===== src/hdl/mem_pkg.sv =====
package mem_pkg;

  localparam int ADDR_W = 32;
  localparam int LINE_W = 512;
  localparam int BEAT_W = 128;
  localparam int SEL_W  = 16;
  localparam int BEATS  = 4;     // beats per line
  localparam int DATA_W = 64;    // load result / store data
  localparam int WAYS   = 4;
  localparam int SETS   = 64;
  localparam int OFS_W  = $clog2(LINE_W/8);   // byte offset within a line
  localparam int IDX_W  = 6;     // address bits 11..6
  localparam int TAG_W  = ADDR_W - OFS_W;     // address bits 31..6
  localparam int IO_BIT = 31;    // set means uncacheable

  typedef logic [ADDR_W-1:0] addr_t;
  typedef logic [LINE_W-1:0] line_t;
  typedef logic [BEAT_W-1:0] beat_t;
  typedef logic [1:0]        way_t;

  typedef enum logic {
    op_load,
    op_store
  } mem_op_e;

  // unsigned forms only matter for loads
  typedef enum logic [2:0] {
    f_byte,
    f_half,
    f_word,
    f_dword,
    f_ubyte,
    f_uhalf,
    f_uword
  } mem_func_e;

endpackage

===== src/hdl/bus_arbiter.sv =====
`timescale 1ns/1ps

module bus_arbiter import mem_pkg::*; (
  input  logic             clk,
  input  logic             rst,
  // fetch peer
  input  logic             f_cyc_i,
  input  logic             f_stb_i,
  input  logic             f_vpa_i,
  input  addr_t            f_adr_i,
  output logic             f_ack_o,
  output beat_t            f_dat_o,
  // data peer
  input  logic             d_cyc_i,
  input  logic             d_stb_i,
  input  logic             d_we_i,
  input  logic [SEL_W-1:0] d_sel_i,
  input  addr_t            d_adr_i,
  input  beat_t            d_dat_i,
  output logic             d_ack_o,
  output beat_t            d_dat_o,
  // external bus
  output logic             cyc_o,
  output logic             stb_o,
  output logic             we_o,
  output logic             vpa_o,
  output logic [SEL_W-1:0] sel_o,
  output addr_t            adr_o,
  output beat_t            dat_o,
  input  logic             ack_i,
  input  beat_t            dat_i
);

  logic grant_d;     // 0 fetch owns the bus, 1 data
  logic owner_cyc;

  assign owner_cyc = grant_d ? d_cyc_i : f_cyc_i;

  // hand over only between cycles, fetch has priority
  always_ff @(posedge clk) begin
    if (rst) begin
      grant_d <= 1'b0;
    end else if (!owner_cyc && !ack_i) begin
      if (f_cyc_i)
        grant_d <= 1'b0;
      else if (d_cyc_i)
        grant_d <= 1'b1;
    end
  end

  assign cyc_o = owner_cyc;
  assign stb_o = grant_d ? d_stb_i : f_stb_i;
  assign we_o  = grant_d & d_we_i;   // fetch never writes
  assign vpa_o = !grant_d & f_vpa_i;
  assign sel_o = grant_d ? d_sel_i : {SEL_W{f_cyc_i}};
  assign adr_o = grant_d ? d_adr_i : f_adr_i;
  assign dat_o = d_dat_i;

  // the waiting peer sees no ack
  assign f_ack_o = !grant_d & ack_i;
  assign d_ack_o = grant_d & ack_i;
  assign f_dat_o = grant_d ? '0 : dat_i;
  assign d_dat_o = grant_d ? dat_i : '0;

endmodule


===== config.mk =====
export PLATFORM = sky130hd
export DESIGN_NAME = bus_arbiter
export DESIGN_NICKNAME = d
export VERILOG_FILES = /design/src/hdl/mem_pkg.sv /design/src/hdl/bus_arbiter.sv
export SDC_FILE = /design/constraint.sdc
export NUM_CORES = 1
export LEC_CHECK = 0
export ABC_AREA = 0
export BUFFER_PORTS_ARGS = -buffer_cell sky130_fd_sc_hd__buf_2
export CORE_AREA = 2 2 309 311
export CTS_BUF_LIST = sky130_fd_sc_hd__clkbuf_4 sky130_fd_sc_hd__clkbuf_8
export CTS_CLUSTER_DIAMETER = 100
export DETAILED_ROUTE_END_ITERATION = 12
export DIE_AREA = 0 0 311 313
export SLEW_MARGIN = 30
export SYNTH_ARGS = -nofsm -noshare
export SYNTH_HDL_FRONTEND = slang
export SYNTH_SLANG_ARGS = --single-unit

===== constraint.sdc =====
create_clock -name clk -period 1.5 [get_ports clk]
set_clock_uncertainty 0.05 [all_clocks]
set_input_delay 0.15 -clock clk [delete_from_list [all_inputs] [get_ports clk]]
set_output_delay 0.15 -clock clk [all_outputs]
set_load 0.01 [all_outputs]

After elaboration in Yosys (flattened, before gate mapping)
Cells that the tools add are included.

storage, ports and cells
  register bits after elaboration = 1
  latch bits = 0
  memory bits (writable) = 0
  ROM bits = 0
  input port bits = 345
  memories kept = 0

operators by class
  add/subtract/negate cells = 0
  $mul = 0
  divide/modulo/power cells = 0
  magnitude comparators = 0
  equality and inequality tests = 0
  shift-type cells = 0
  mux-type cells = 8
  bitwise operators = 4
  reduce and logical (&&, ||, !) cells = 6

operator list
  cell               count
  $mux 128           2
  $mux 32            1
  $mux 16            1
  $and 1x1->1        4
  $mux 1             4
  $logic_not 1->1    3
  $reduce_and 2->1   1
  $reduce_bool 2->1  1
  $logic_and 1x1->1  1

Logic depth before layout (Yosys ltp)
Gate-level depths: netlist of run 1.

  depth after elaboration = 4
  mapped depth = 5
  depth with buffers taken out = 3

Worst setup path before layout of run 1
No wires, ideal clock.

  path type = register to output
  start = register grant_d
  end = output adr_o[10]
  data arrival time = 988 ps
  path slack = 312 ps
  cell stages (with the launch flop) = 4
  path through = dfxtp_1 -> buf_6 -> buf_2 -> mux2_2

on the way
  cells in the longest elaborated chain, start to end = 1

ends and longest elaborated chain
  what                    line               RTL
  from (decl)             bus_arbiter.sv:34  logic grant_d;
  from (signal assigned)  bus_arbiter.sv:42  grant_d <= 1'b0;
  from (signal assigned)  bus_arbiter.sv:45  grant_d <= 1'b0;
  from (signal assigned)  bus_arbiter.sv:47  grant_d <= 1'b1;
  $mux 32                 bus_arbiter.sv:56  assign adr_o = grant_d ? d_adr_i : f_adr_i;
  to (decl)               bus_arbiter.sv:28  output addr_t adr_o,

Every way passes these cells.

Worst setup path in the final report of run 1
  start = register grant_d
  end = output f_dat_o[53]

on the way
  cells in the longest elaborated chain, start to end = 1

ends and longest elaborated chain
  what       line               RTL
  $mux 128   bus_arbiter.sv:62  assign f_dat_o = grant_d ? '0 : dat_i;
  to (decl)  bus_arbiter.sv:12  output beat_t f_dat_o,

Every way passes these cells.

==> results of run 1 <==
-- Yosys cell counts, drive strengths merged --
cell    instances
buf           153
o21bai          1
mux2           33
a21oi           1
nor2b         131
dfxtp           1
nand2          34
and2          130
nand2b          1
o21ai           1
clkbuf         12
-- area by class of cell --
| class | instances | area [um^2] |
|---|---|---|
| fill | 11300 | 87400 |
| timing repair buffer | 545 | 2910 |
| multi-input combinational | 332 | 2190 |
| tap | 1265 | 1580 |
| sequential | 1 | 23.8 |
| antenna | 3 | 7.51 |
-- final timing paths --
kind	to	slack [ns]
worst max register to register	grant_d	0.56
worst min-delay path	dat_o[1]	0.25
worst max-delay path	f_dat_o[53]	0.09
worst min register to register	grant_d	0.68
-- through the flow --
| stage | power (mW) | hold slack (ns) | std cells | setup WS, ns |
|---|---|---|---|---|
| global placement | 2.47 | 0.250 | 2143 | 0.109 |
| CTS | 2.50 | 0.250 | 2143 | 0.0810 |
| detailed placement | 2.48 | 0.250 | 2143 | 0.0880 |
| finish | 2.37 | 0.250 | 2146 | 0.0946 |
| floorplan | 1.23 | 0.169 | 498 | 0.312 |
| global route | 2.57 | 0.250 | 2143 | 0.0204 |
-- logic make-up (layout without fill, tap and decap cells) --
logic type | after synthesis | in the layout | share of synthesized area [%]
multiplexers | 33 | 33 | 12.1
AO/OA/AOI/OAI | 3 | 3 | 0.519
AND/OR/NAND/NOR | 296 | 296 | 52.3
flip-flops | 1 | 1 | 0.593
other | 0 | 3 | 0
buffers and inverters | 165 | 545 | 34.4
-- layer usage --
metal / track usage [%] / up-vias / part of all wire [%]
met5: 0 / - / 0.30
met2: 18.0 / 484 / 43
met3: 7.89 / 100 / 16
met4: 1.20 / 26 / 1.5
li1: - / 2142 / -
met1: 13.2 / 2003 / 39
-- power breakdown --
group / internal [mW] / total, mW / leakage (nW) / switching [mW]
Sequential: 0.0286 / 0.0342 / 0.00891 / 0.00559
Clock: 0.000000268 / 0.000000268 / 0.0000190 / 0
Combinational: 0.900 / 2.34 / 3.39 / 1.44
-- worst register-to-register path, cell delays in order, from the launching register on --
cell,delay (ns)
sky130_fd_sc_hd__dfxtp_4,0.36
sky130_fd_sc_hd__buf_4,0.18
sky130_fd_sc_hd__o21bai_1,0.15
sky130_fd_sc_hd__a21oi_1,0.08
==> impl_summary.txt, run 1 <==
----------------------------------------------------
[Timing]
  Post-route minimum period ... 1.41 ns
  Final worst path period share ... 93.7%
  Total count of hold-check failures in the final report ... 0
  Count of final max-slew check failures ... 0
  Unrepaired setup endpoints after global routing ... false
  Worst relative slew slack ... 78.4%
  Total Neg Setup Slack ... 0 ns
  Number of endpoints failing setup at the final stage ... 0
  Actual transition at the worst max-transition pin ... 0.324 ns
  Highest clock frequency the design can meet ... 712 MHz

[Outcome]
  Run status ... complete, no violations

[Hold path]
  Hold Crit Depth ... 0
  Min-Delay Startpoint ... d_dat_i[1]
  Worst hold path class ... in -> out

[Detailed routing]
  Count of routing violations after the opening detailed-route iteration ... 131
  Count of unresolved DRC violations after routing ... 0
  Vias after detailed routing ... 4755
  Final wirelength ... 58.8 mm
  Via count normalized by instance count ... 2.22
  Pre-antenna DRT Iters ... 4
  Average wire per standard cell ... 27.4 um
  Post-route ant nets ... 0

[Critical path]
  Cell count along the critical path ... 4
  Reg2reg path depth ... 3
  Crit path buffers/inverters ... 3
  Launch point of the worst path ... grant_d
  Category of the worst setup path launch point ... flop
  Cell family with the largest share of critical-path delay ... buffers and inverters
  Critical Path Sink Type ... primary output
  Cell Chain, Critical Path ... buf_12, buf_4, nor2b_1, buf_2
  Critical setup path kind ... reg -> out
  Crit path max fanout ... 40
  Startpoint of the worst register-to-register path ... grant_d
  CP required ... 1.30 ns
  Data arrival time of the worst path ... 1.21 ns
  Critical Path Slowest Stage Cell ... sky130_fd_sc_hd__dfxtp_4
  Worst path max stage delay ... 0.36 ns

[Yosys]
  Most area-consuming cells after synthesis ... sky130_fd_sc_hd__buf_4, sky130_fd_sc_hd__nor2b_1, sky130_fd_sc_hd__and2_1
  Count of different cell masters after synthesis ... 15
  Part of the Yosys area used for sequential elements ... 0.593%
  Area share of the leading cell type in the synthesized netlist ... 28.7%
  Number of cells produced by synthesis ... 498
  Area leader, netlist ... sky130_fd_sc_hd__buf_4
  Total of flip-flops plus latches after synthesis ... 1
  Synth Net Count ... 843
  Average footprint of a synthesized cell ... 6.78 um^2
  Cell Area, Synth ... 3380 um^2
  Yosys synthesis warning count ... 0

[Finish]
  Final #Nets ... 1225
  Most common cell after layout, fill and taps aside ... sky130_fd_sc_hd__buf_2
  Syn-to-layout area delta ... 99.1%
  Share of final-layout standard cells stronger than drive strength 1 ... 65.9%
  Post-route cell area ... 6720 um^2
  Most flops, register ... grant_d
  Largest registers ... grant_d: 1 flops
  Post-layout util ... 7.14%
  Leading cell types in the layout, fill and taps excluded ... sky130_fd_sc_hd__buf_2, sky130_fd_sc_hd__nor2b_1, sky130_fd_sc_hd__and2_1
  Largest register FFs ... 1

[Global route]
  Wire length of the first global-routing pass ... 70.0 mm
  Tot GR Track Use ... 11.5%
  Sum of overflow across all layers after global routing ... 0
  Antenna violations before repair ... 30
  Maximum number of pins on one net before global-route repair ... 41
  Via count of the first global-routing pass ... 4779

[Clocking]
  Setup repair bufs after CTS ... 0
  Number of gates given a new drive strength after cts ... 0
  Clock slew at reported path FFs ... 0 ns
  Count of hold-fix buffers inserted at cts ... 0
  Worst-Skew Late Latency ... 0 ns

[Place]
  Placed standard-cell area ... 6710 um^2
  Routability Congestion ... 0.801
  Sum of net half-perimeters after detailed placement ... 56.3 mm
  Count of buffers from port buffering ... 526

[Floorplanning]
  Placeable Area ... 94200 um^2
  Die height ... 313 um
  Number of rows in the core area ... 113
  Width of the chip ... 311 um
  I/O pin total ... 783
  Initial core utilization ... 3.59%
  Die area ... 97300 um^2

[Power and ir drop]
  Leakage dissipation ... 3.40 nW
  Pwr/cell area ... 353 nW/um^2
  IR drop worst, VDD ... 0.000154 V

[Job]
  # Max-Cap Violations ... 0

----------------------------------------------------
(Power assumes the default switching activity.)
==> run 2, diff against run 1 <==
BUFFER_PORTS_ARGS = -buffer_cell sky130_fd_sc_hd__buf_4   (was -buffer_cell sky130_fd_sc_hd__buf_2)
==> impl_summary.txt, run 2 (synthesis results as in run 1) <==
----------------------------------------------------
[Finish]
  Non-Filler Instances ... 2148 (was 2146)
  Final #Nets ... 1227 (was 1225)
  Largest register FFs ... 1 (unchanged)
  Most common cell after layout, fill and taps aside ... sky130_fd_sc_hd__buf_4 (was sky130_fd_sc_hd__buf_2)
  Largest registers ... grant_d: 1 flops (unchanged)
  Fillcell total ... 11100 (was 11300)
  Post-route cell area ... 8070 um^2 (was 6720 um^2)
  Leading cell types in the layout, fill and taps excluded ... sky130_fd_sc_hd__buf_4, sky130_fd_sc_hd__and2_1, sky130_fd_sc_hd__nor2b_1 (was sky130_fd_sc_hd__buf_2, sky130_fd_sc_hd__nor2b_1, sky130_fd_sc_hd__and2_1)
  Share of final-layout standard cells stronger than drive strength 1 ... 66.7% (was 65.9%)
  Syn-to-layout area delta ... 139% (was 99.1%)
  Most flops, register ... grant_d (unchanged)

[Floorplanning]
  Width of the chip ... 311 um (unchanged)
  Number of rows in the core area ... 113 (unchanged)
  Die height ... 313 um (unchanged)
  I/O pin total ... 783 (unchanged)
  Die area ... 97300 um^2 (unchanged)
  Placeable Area ... 94200 um^2 (unchanged)
  Initial core utilization ... 3.59% (unchanged)

[Timing]
  Post-route minimum period ... 1.52 ns (was 1.41 ns)
  Actual transition at the worst max-transition pin ... 0.368 ns (was 0.324 ns)
  Worst relative slew slack ... 75.4% (was 78.4%)
  Total count of hold-check failures in the final report ... 0 (unchanged)
  Number of endpoints failing setup at the final stage ... 1 (was 0)
  Highest clock frequency the design can meet ... 659 MHz (was 712 MHz)
  Unrepaired setup endpoints after global routing ... false (unchanged)
  Final worst path period share ... 101% (was 93.7%)
  Setup ws final ... -0.0184 ns (was 0.0946 ns)
  Count of final max-slew check failures ... 0 (unchanged)

[Job]
  # Max-Cap Violations ... 0 (unchanged)

[Critical path]
  Slack of the worst reg-to-reg path ... 0.72 ns (was 0.56 ns)
  Critical Path End ... f_dat_o[103] (was f_dat_o[53])
  Launch point of the worst path ... grant_d (unchanged)
  Critical Path Sink Type ... primary output (unchanged)
  Category of the worst setup path launch point ... flop (unchanged)
  Data arrival time of the worst path ... 1.32 ns (was 1.21 ns)
  Crit path max fanout ... 35 (was 40)
  Critical setup path kind ... reg -> out (unchanged)
  Startpoint of the worst register-to-register path ... grant_d (unchanged)
  Reg2reg path depth ... 2 (was 3)
  CP required ... 1.30 ns (about the same)
  Terminus of the critical flop-to-flop path ... grant_d (unchanged)

[Global route]
  Via count of the first global-routing pass ... 4852 (was 4779)
  Met2 GRT Util ... 18.1% (was 18.0%)
  Sum of overflow across all layers after global routing ... 0 (unchanged)
  Maximum number of pins on one net before global-route repair ... 41 (unchanged)
  Met3 demand-to-capacity share in global routing ... 6.13% (was 7.89%)
  Tot GR Track Use ... 11.1% (was 11.5%)
  Antenna violations before repair ... 15 (was 30)
  Wire length of the first global-routing pass ... 67.6 mm (was 70.0 mm)
  Met1 Usage GRT ... 13.2% (about the same)
  Peak-usage layer in the global routing report ... met2 (unchanged)

[Outcome]
  Violated checks ... negative setup slack
  Run status ... finished, violations left (was complete, no violations)

[Detailed routing]
  Final wirelength ... 57.2 mm (was 58.8 mm)
  Via count normalized by instance count ... 2.21 (was 2.22)
  Count of unresolved DRC violations after routing ... 0 (unchanged)
  Count of routing violations after the opening detailed-route iteration ... 162 (was 131)
  Vias after detailed routing ... 4741 (was 4755)
  Pre-antenna DRT Iters ... 4 (unchanged)
  Post-route ant nets ... 0 (unchanged)
  Average wire per standard cell ... 26.6 um (was 27.4 um)

[Clocking]
  Setup repair bufs after CTS ... 0 (unchanged)
  Clock slew at reported path FFs ... 0 ns (about the same)
  Worst-Skew Late Latency ... 0 ns (about the same)
  Count of hold-fix buffers inserted at cts ... 0 (unchanged)

[Place]
  Sum of net half-perimeters after detailed placement ... 54.7 mm (was 56.3 mm)
  Count of buffers from port buffering ... 526 (unchanged)
  Placed instance count ... 2145 (was 2143)
  Routability Congestion ... 0.767 (was 0.801)
  Placed standard-cell area ... 8040 um^2 (was 6710 um^2)

[Power and ir drop]
  IR drop worst, VDD ... 0.000122 V (was 0.000154 V)
  Leakage dissipation ... 3.75 nW (was 3.40 nW)
  Pwr/cell area ... 352 nW/um^2 (was 353 nW/um^2)

[Hold path]
  Worst hold path class ... in -> out (unchanged)

----------------------------------------------------
==> run 2: changes by cell type in the layout (fill, tap and decap cells not counted), sizes merged <==
cell  previous run  this run
buf            545       547
==> run 2: worst min path at each step <==
stage                       startpoint         end  cells after the start
after detailed placement  d_dat_i[122]  dat_o[122]                      0
after CTS                 d_dat_i[122]  dat_o[122]                      0
after floorplan                    rst     grant_d                      1
after global placement    d_dat_i[122]  dat_o[122]                      0
after global routing        d_dat_i[1]    dat_o[1]                      0
final                       d_dat_i[1]    dat_o[1]                      0
==> run 2: report_power, final <==
part | switching (mW) | internal (mW)
Sequential | 0.00710 | 0.0286
Combinational | 1.46 | 1.35
Clock | 0 | 0.000000177
Total | 1.46 | 1.37
==> run 2: layout make-up <==
| cell class | count | area, um^2 | share of cell area [%] |
|---|---|---|---|
| Antenna cell | 3 | 7.51 | 0.0931 |
| Multi-Input combinational cell | 332 | 2210 | 27.4 |
| Sequential cell | 1 | 23.8 | 0.295 |
| Timing Repair Buffer | 547 | 4240 | 52.6 |
| Tap cell | 1265 | 1580 | 19.6 |
==> run 2: stage by stage <==
stage	hold slack (ns)	setup WS, ns	power (mW)	utilization [%]	setup TNS (ns)
2_1_floorplan	0.169	0.312	1.23	-	0
3_3_place_gp	0.250	-0.109	2.96	8.54	-0.191
3_5_place_dp	0.250	-0.131	2.96	8.54	-0.250
4_1_cts	0.250	0.0207	2.98	8.55	0
5_1_grt	0.250	0.00440	3.06	8.56	0
6_report	0.250	-0.0184	2.84	8.57	-0.0184
==> run 2: metal layers <==
layer,share of wire (%),wire [um],up-vias
li1,-,-,2138
met5,0.056,32,-
met3,14,8060,58
met4,1.5,873,4
met1,39,22600,2072
met2,45,25700,469
==> run 2: worst max-delay path, cell delays in order, from the launching register on <==
cell	delay, ns
sky130_fd_sc_hd__dfxtp_4	0.37
sky130_fd_sc_hd__buf_12	0.18
sky130_fd_sc_hd__buf_12	0.19
sky130_fd_sc_hd__nor2b_2	0.31
sky130_fd_sc_hd__buf_4	0.20
==> run 2: timing repair <==
item | in CTS | in global routing
gates resized for setup | 4 | 2
endpoints found under the setup margin | 4 | 2
pin swaps | 0 | 0
==> run 3, diff against run 2 <==
ABC_AREA = 1   (was 0)
CORE_AREA = 2 2 300 302   (was 2 2 309 311)
DIE_AREA = 0 0 302 304   (was 0 0 311 313)
==> impl_summary.txt, run 3 <==
----------------------------------------------------
[Global route]
  Tot GR Track Use ... 10.1% (was 11.1%)
  Via count of the first global-routing pass ... 5845 (was 4852)
  Wire length of the first global-routing pass ... 60.3 mm (was 67.6 mm)
  Sum of overflow across all layers after global routing ... 0 (unchanged)
  Maximum number of pins on one net before global-route repair ... 108 (was 41)
  Antenna violations before repair ... 9 (was 15)

[Timing]
  Final worst path period share ... 101% (about the same)
  Post-route minimum period ... 1.52 ns (about the same)
  Actual transition at the worst max-transition pin ... 0.522 ns (was 0.368 ns)
  Total count of hold-check failures in the final report ... 0 (unchanged)
  Unrepaired setup endpoints after global routing ... true (was false)
  Highest clock frequency the design can meet ... 659 MHz (about the same)
  Setup ws final ... -0.0176 ns (was -0.0184 ns)
  Count of final max-slew check failures ... 0 (unchanged)
  Worst relative slew slack ... 65.2% (was 75.4%)
  Total Neg Setup Slack ... -0.0176 ns (was -0.0184 ns)
  Number of endpoints failing setup at the final stage ... 1 (unchanged)
  Worst Hold Slack ... 0.250 ns (about the same)

[Finish]
  Largest registers ... grant_d: 1 flops (unchanged)
  Fillcell total ... 10600 (was 11100)
  Post-route cell area ... 8270 um^2 (was 8070 um^2)
  Final #Nets ... 1564 (was 1227)
  Leading cell types in the layout, fill and taps excluded ... sky130_fd_sc_hd__buf_4, sky130_fd_sc_hd__inv_1, sky130_fd_sc_hd__nand2_1 (was sky130_fd_sc_hd__buf_4, sky130_fd_sc_hd__and2_1, sky130_fd_sc_hd__nor2b_1)
  Syn-to-layout area delta ... 113% (was 139%)
  Largest register FFs ... 1 (unchanged)
  Most common cell after layout, fill and taps aside ... sky130_fd_sc_hd__buf_4 (unchanged)
  Most flops, register ... grant_d (unchanged)
  Share of final-layout standard cells stronger than drive strength 1 ... 46.0% (was 66.7%)

[Floorplanning]
  I/O pin total ... 783 (unchanged)
  Number of rows in the core area ... 110 (was 113)
  Die area ... 91800 um^2 (was 97300 um^2)
  Width of the chip ... 302 um (was 311 um)
  Die height ... 304 um (was 313 um)
  Placeable Area ... 89000 um^2 (was 94200 um^2)
  Initial core utilization ... 4.37% (was 3.59%)

[Outcome]
  Violated checks ... negative setup slack (unchanged)
  Run status ... finished, violations left (unchanged)

[Critical path]
  Crit path max fanout ... 18 (was 35)
  Category of the worst setup path launch point ... flop (unchanged)
  Critical setup path kind ... reg -> out (unchanged)
  Data arrival time of the worst path ... 1.32 ns (about the same)
  Cell Chain, Critical Path ... buf_4, buf_12, buf_4, nor2_1, buf_4 (was buf_12, buf_12, nor2b_2, buf_4)
  Critical Path Slowest Stage Cell ... sky130_fd_sc_hd__dfxtp_4 (unchanged)
  Worst path max stage delay ... 0.34 ns (was 0.37 ns)
  Most prevalent standard cell on the critical path ... sky130_fd_sc_hd__buf_4 (was sky130_fd_sc_hd__buf_12)
  Critical Path Sink Type ... primary output (unchanged)
  CP required ... 1.30 ns (about the same)

[Yosys]
  Count of different cell masters after synthesis ... 12 (was 15)
  Area share of the leading cell type in the synthesized netlist ... 25.5% (was 28.7%)
  Number of flops mapped to enable cells by yosys ... 0 (unchanged)
  Commonest cells in the netlist ... sky130_fd_sc_hd__inv_1, sky130_fd_sc_hd__nand2_1, sky130_fd_sc_hd__buf_4 (was sky130_fd_sc_hd__nor2b_1, sky130_fd_sc_hd__and2_1, sky130_fd_sc_hd__buf_4)
  Part of the Yosys area used for sequential elements ... 0.515% (was 0.593%)
  Yosys synthesis warning count ... 0 (unchanged)
  Number of cells produced by synthesis ... 829 (was 498)
  Cell Area, Synth ... 3890 um^2 (was 3380 um^2)
  Most area-consuming cells after synthesis ... sky130_fd_sc_hd__buf_4, sky130_fd_sc_hd__inv_1, sky130_fd_sc_hd__nand2_1 (was sky130_fd_sc_hd__buf_4, sky130_fd_sc_hd__nor2b_1, sky130_fd_sc_hd__and2_1)
  Area leader, netlist ... sky130_fd_sc_hd__buf_4 (unchanged)
  Synth Net Count ... 1174 (was 843)
  Most common cell in the netlist ... sky130_fd_sc_hd__inv_1 (was sky130_fd_sc_hd__nor2b_1)
  Average footprint of a synthesized cell ... 4.69 um^2 (was 6.78 um^2)
  Total of flip-flops plus latches after synthesis ... 1 (unchanged)
  Share of flip-flops with an asynchronous set or reset after synthesis ... 0% (unchanged)
  Most frequently used flop master after synthesis ... sky130_fd_sc_hd__dfxtp_1 (unchanged)

[Clocking]
  Number of gates given a new drive strength after cts ... 0 (was 4)
  Setup repair bufs after CTS ... 0 (unchanged)
  Count of hold-fix buffers inserted at cts ... 0 (unchanged)
  Worst-Skew Late Latency ... 0 ns (about the same)
  Clock slew at reported path FFs ... 0 ns (about the same)

[Place]
  Sum of net half-perimeters after detailed placement ... 46.5 mm (was 54.7 mm)
  Count of buffers from port buffering ... 526 (unchanged)
  Placed standard-cell area ... 8260 um^2 (was 8040 um^2)
  Routability Congestion ... 0.796 (was 0.767)
  Post-place setup slack ... 0.00785 ns (was -0.131 ns)

[Detailed routing]
  Count of unresolved DRC violations after routing ... 0 (unchanged)
  Final wirelength ... 49.1 mm (was 57.2 mm)
  Via count normalized by instance count ... 2.54 (was 2.21)
  Vias after detailed routing ... 6072 (was 4741)
  Post-route ant nets ... 0 (unchanged)
  Average wire per standard cell ... 20.5 um (was 26.6 um)
  Pre-antenna DRT Iters ... 4 (unchanged)
  Count of routing violations after the opening detailed-route iteration ... 249 (was 162)

[Power and ir drop]
  Overall Power ... 2.51 mW (was 2.84 mW)
  IR drop worst, VDD ... 0.000129 V (was 0.000122 V)
  Pwr/cell area ... 304 nW/um^2 (was 352 nW/um^2)
  Leakage dissipation ... 5.55 nW (was 3.75 nW)

[Job]
  # Max-Cap Violations ... 0 (unchanged)

[Hold path]
  Worst hold path class ... in -> out (unchanged)

----------------------------------------------------
==> run 3: routing by layer <==
metal	GRT usage, %	share of wire, %	up-vias	wire length [um]
met2	17.0	46	447	22500
met5	0	0.055	-	27
met3	3.51	10	82	4990
met1	12.5	42	2693	20600
met4	1.57	2.0	4	976
li1	-	-	2846	-
==> run 3: final cells by class <==
cell class,count,area [um^2],area share [%]
antenna,1,2.50,0.0303
timing repair buffer,555,4270,51.6
inverter,264,991,12.0
tap,1176,1470,17.8
sequential,1,23.8,0.288
multi-input combinational,397,1510,18.3
==> run 3: final timing paths <==
kind	from	to	slack (ns)	depth (start not counted)
max	grant_d	f_dat_o[31]	-0.02	5
min	d_dat_i[118]	dat_o[118]	0.25	0
max reg2reg	grant_d	grant_d	0.44	5
min reg2reg	grant_d	grant_d	0.82	4
==> run 3: where the power goes <==
part | internal (mW) | switching, mW
Combinational | 1.15 | 1.33
Clock | 0.0000000892 | 0
Sequential | 0.0279 | 0.00268
==> run 3: cells by family (layout without fill, tap and decap cells) <==
logic type,after synthesis,count (layout),share of synthesized area [%]
compound gates,2,2,0.290
buf+inv,431,819,60.8
flops,1,1,0.515
other cells,0,1,0
simple gates,395,395,38.4
==> run 3: stage by stage <==
step | util, % | std cells
after floorplan | - | 829
after global placement | 9.27 | 2393
after detailed placement | 9.27 | 2393
after CTS | 9.27 | 2393
after global routing | 9.28 | 2394
final | 9.28 | 2394
==> run 3: critical path, delay by kind of cell, from the launching register on <==
family / cells / cell delay (ns)
buf+inv: 4 / 0.66
flops: 1 / 0.34
simple gates: 1 / 0.27
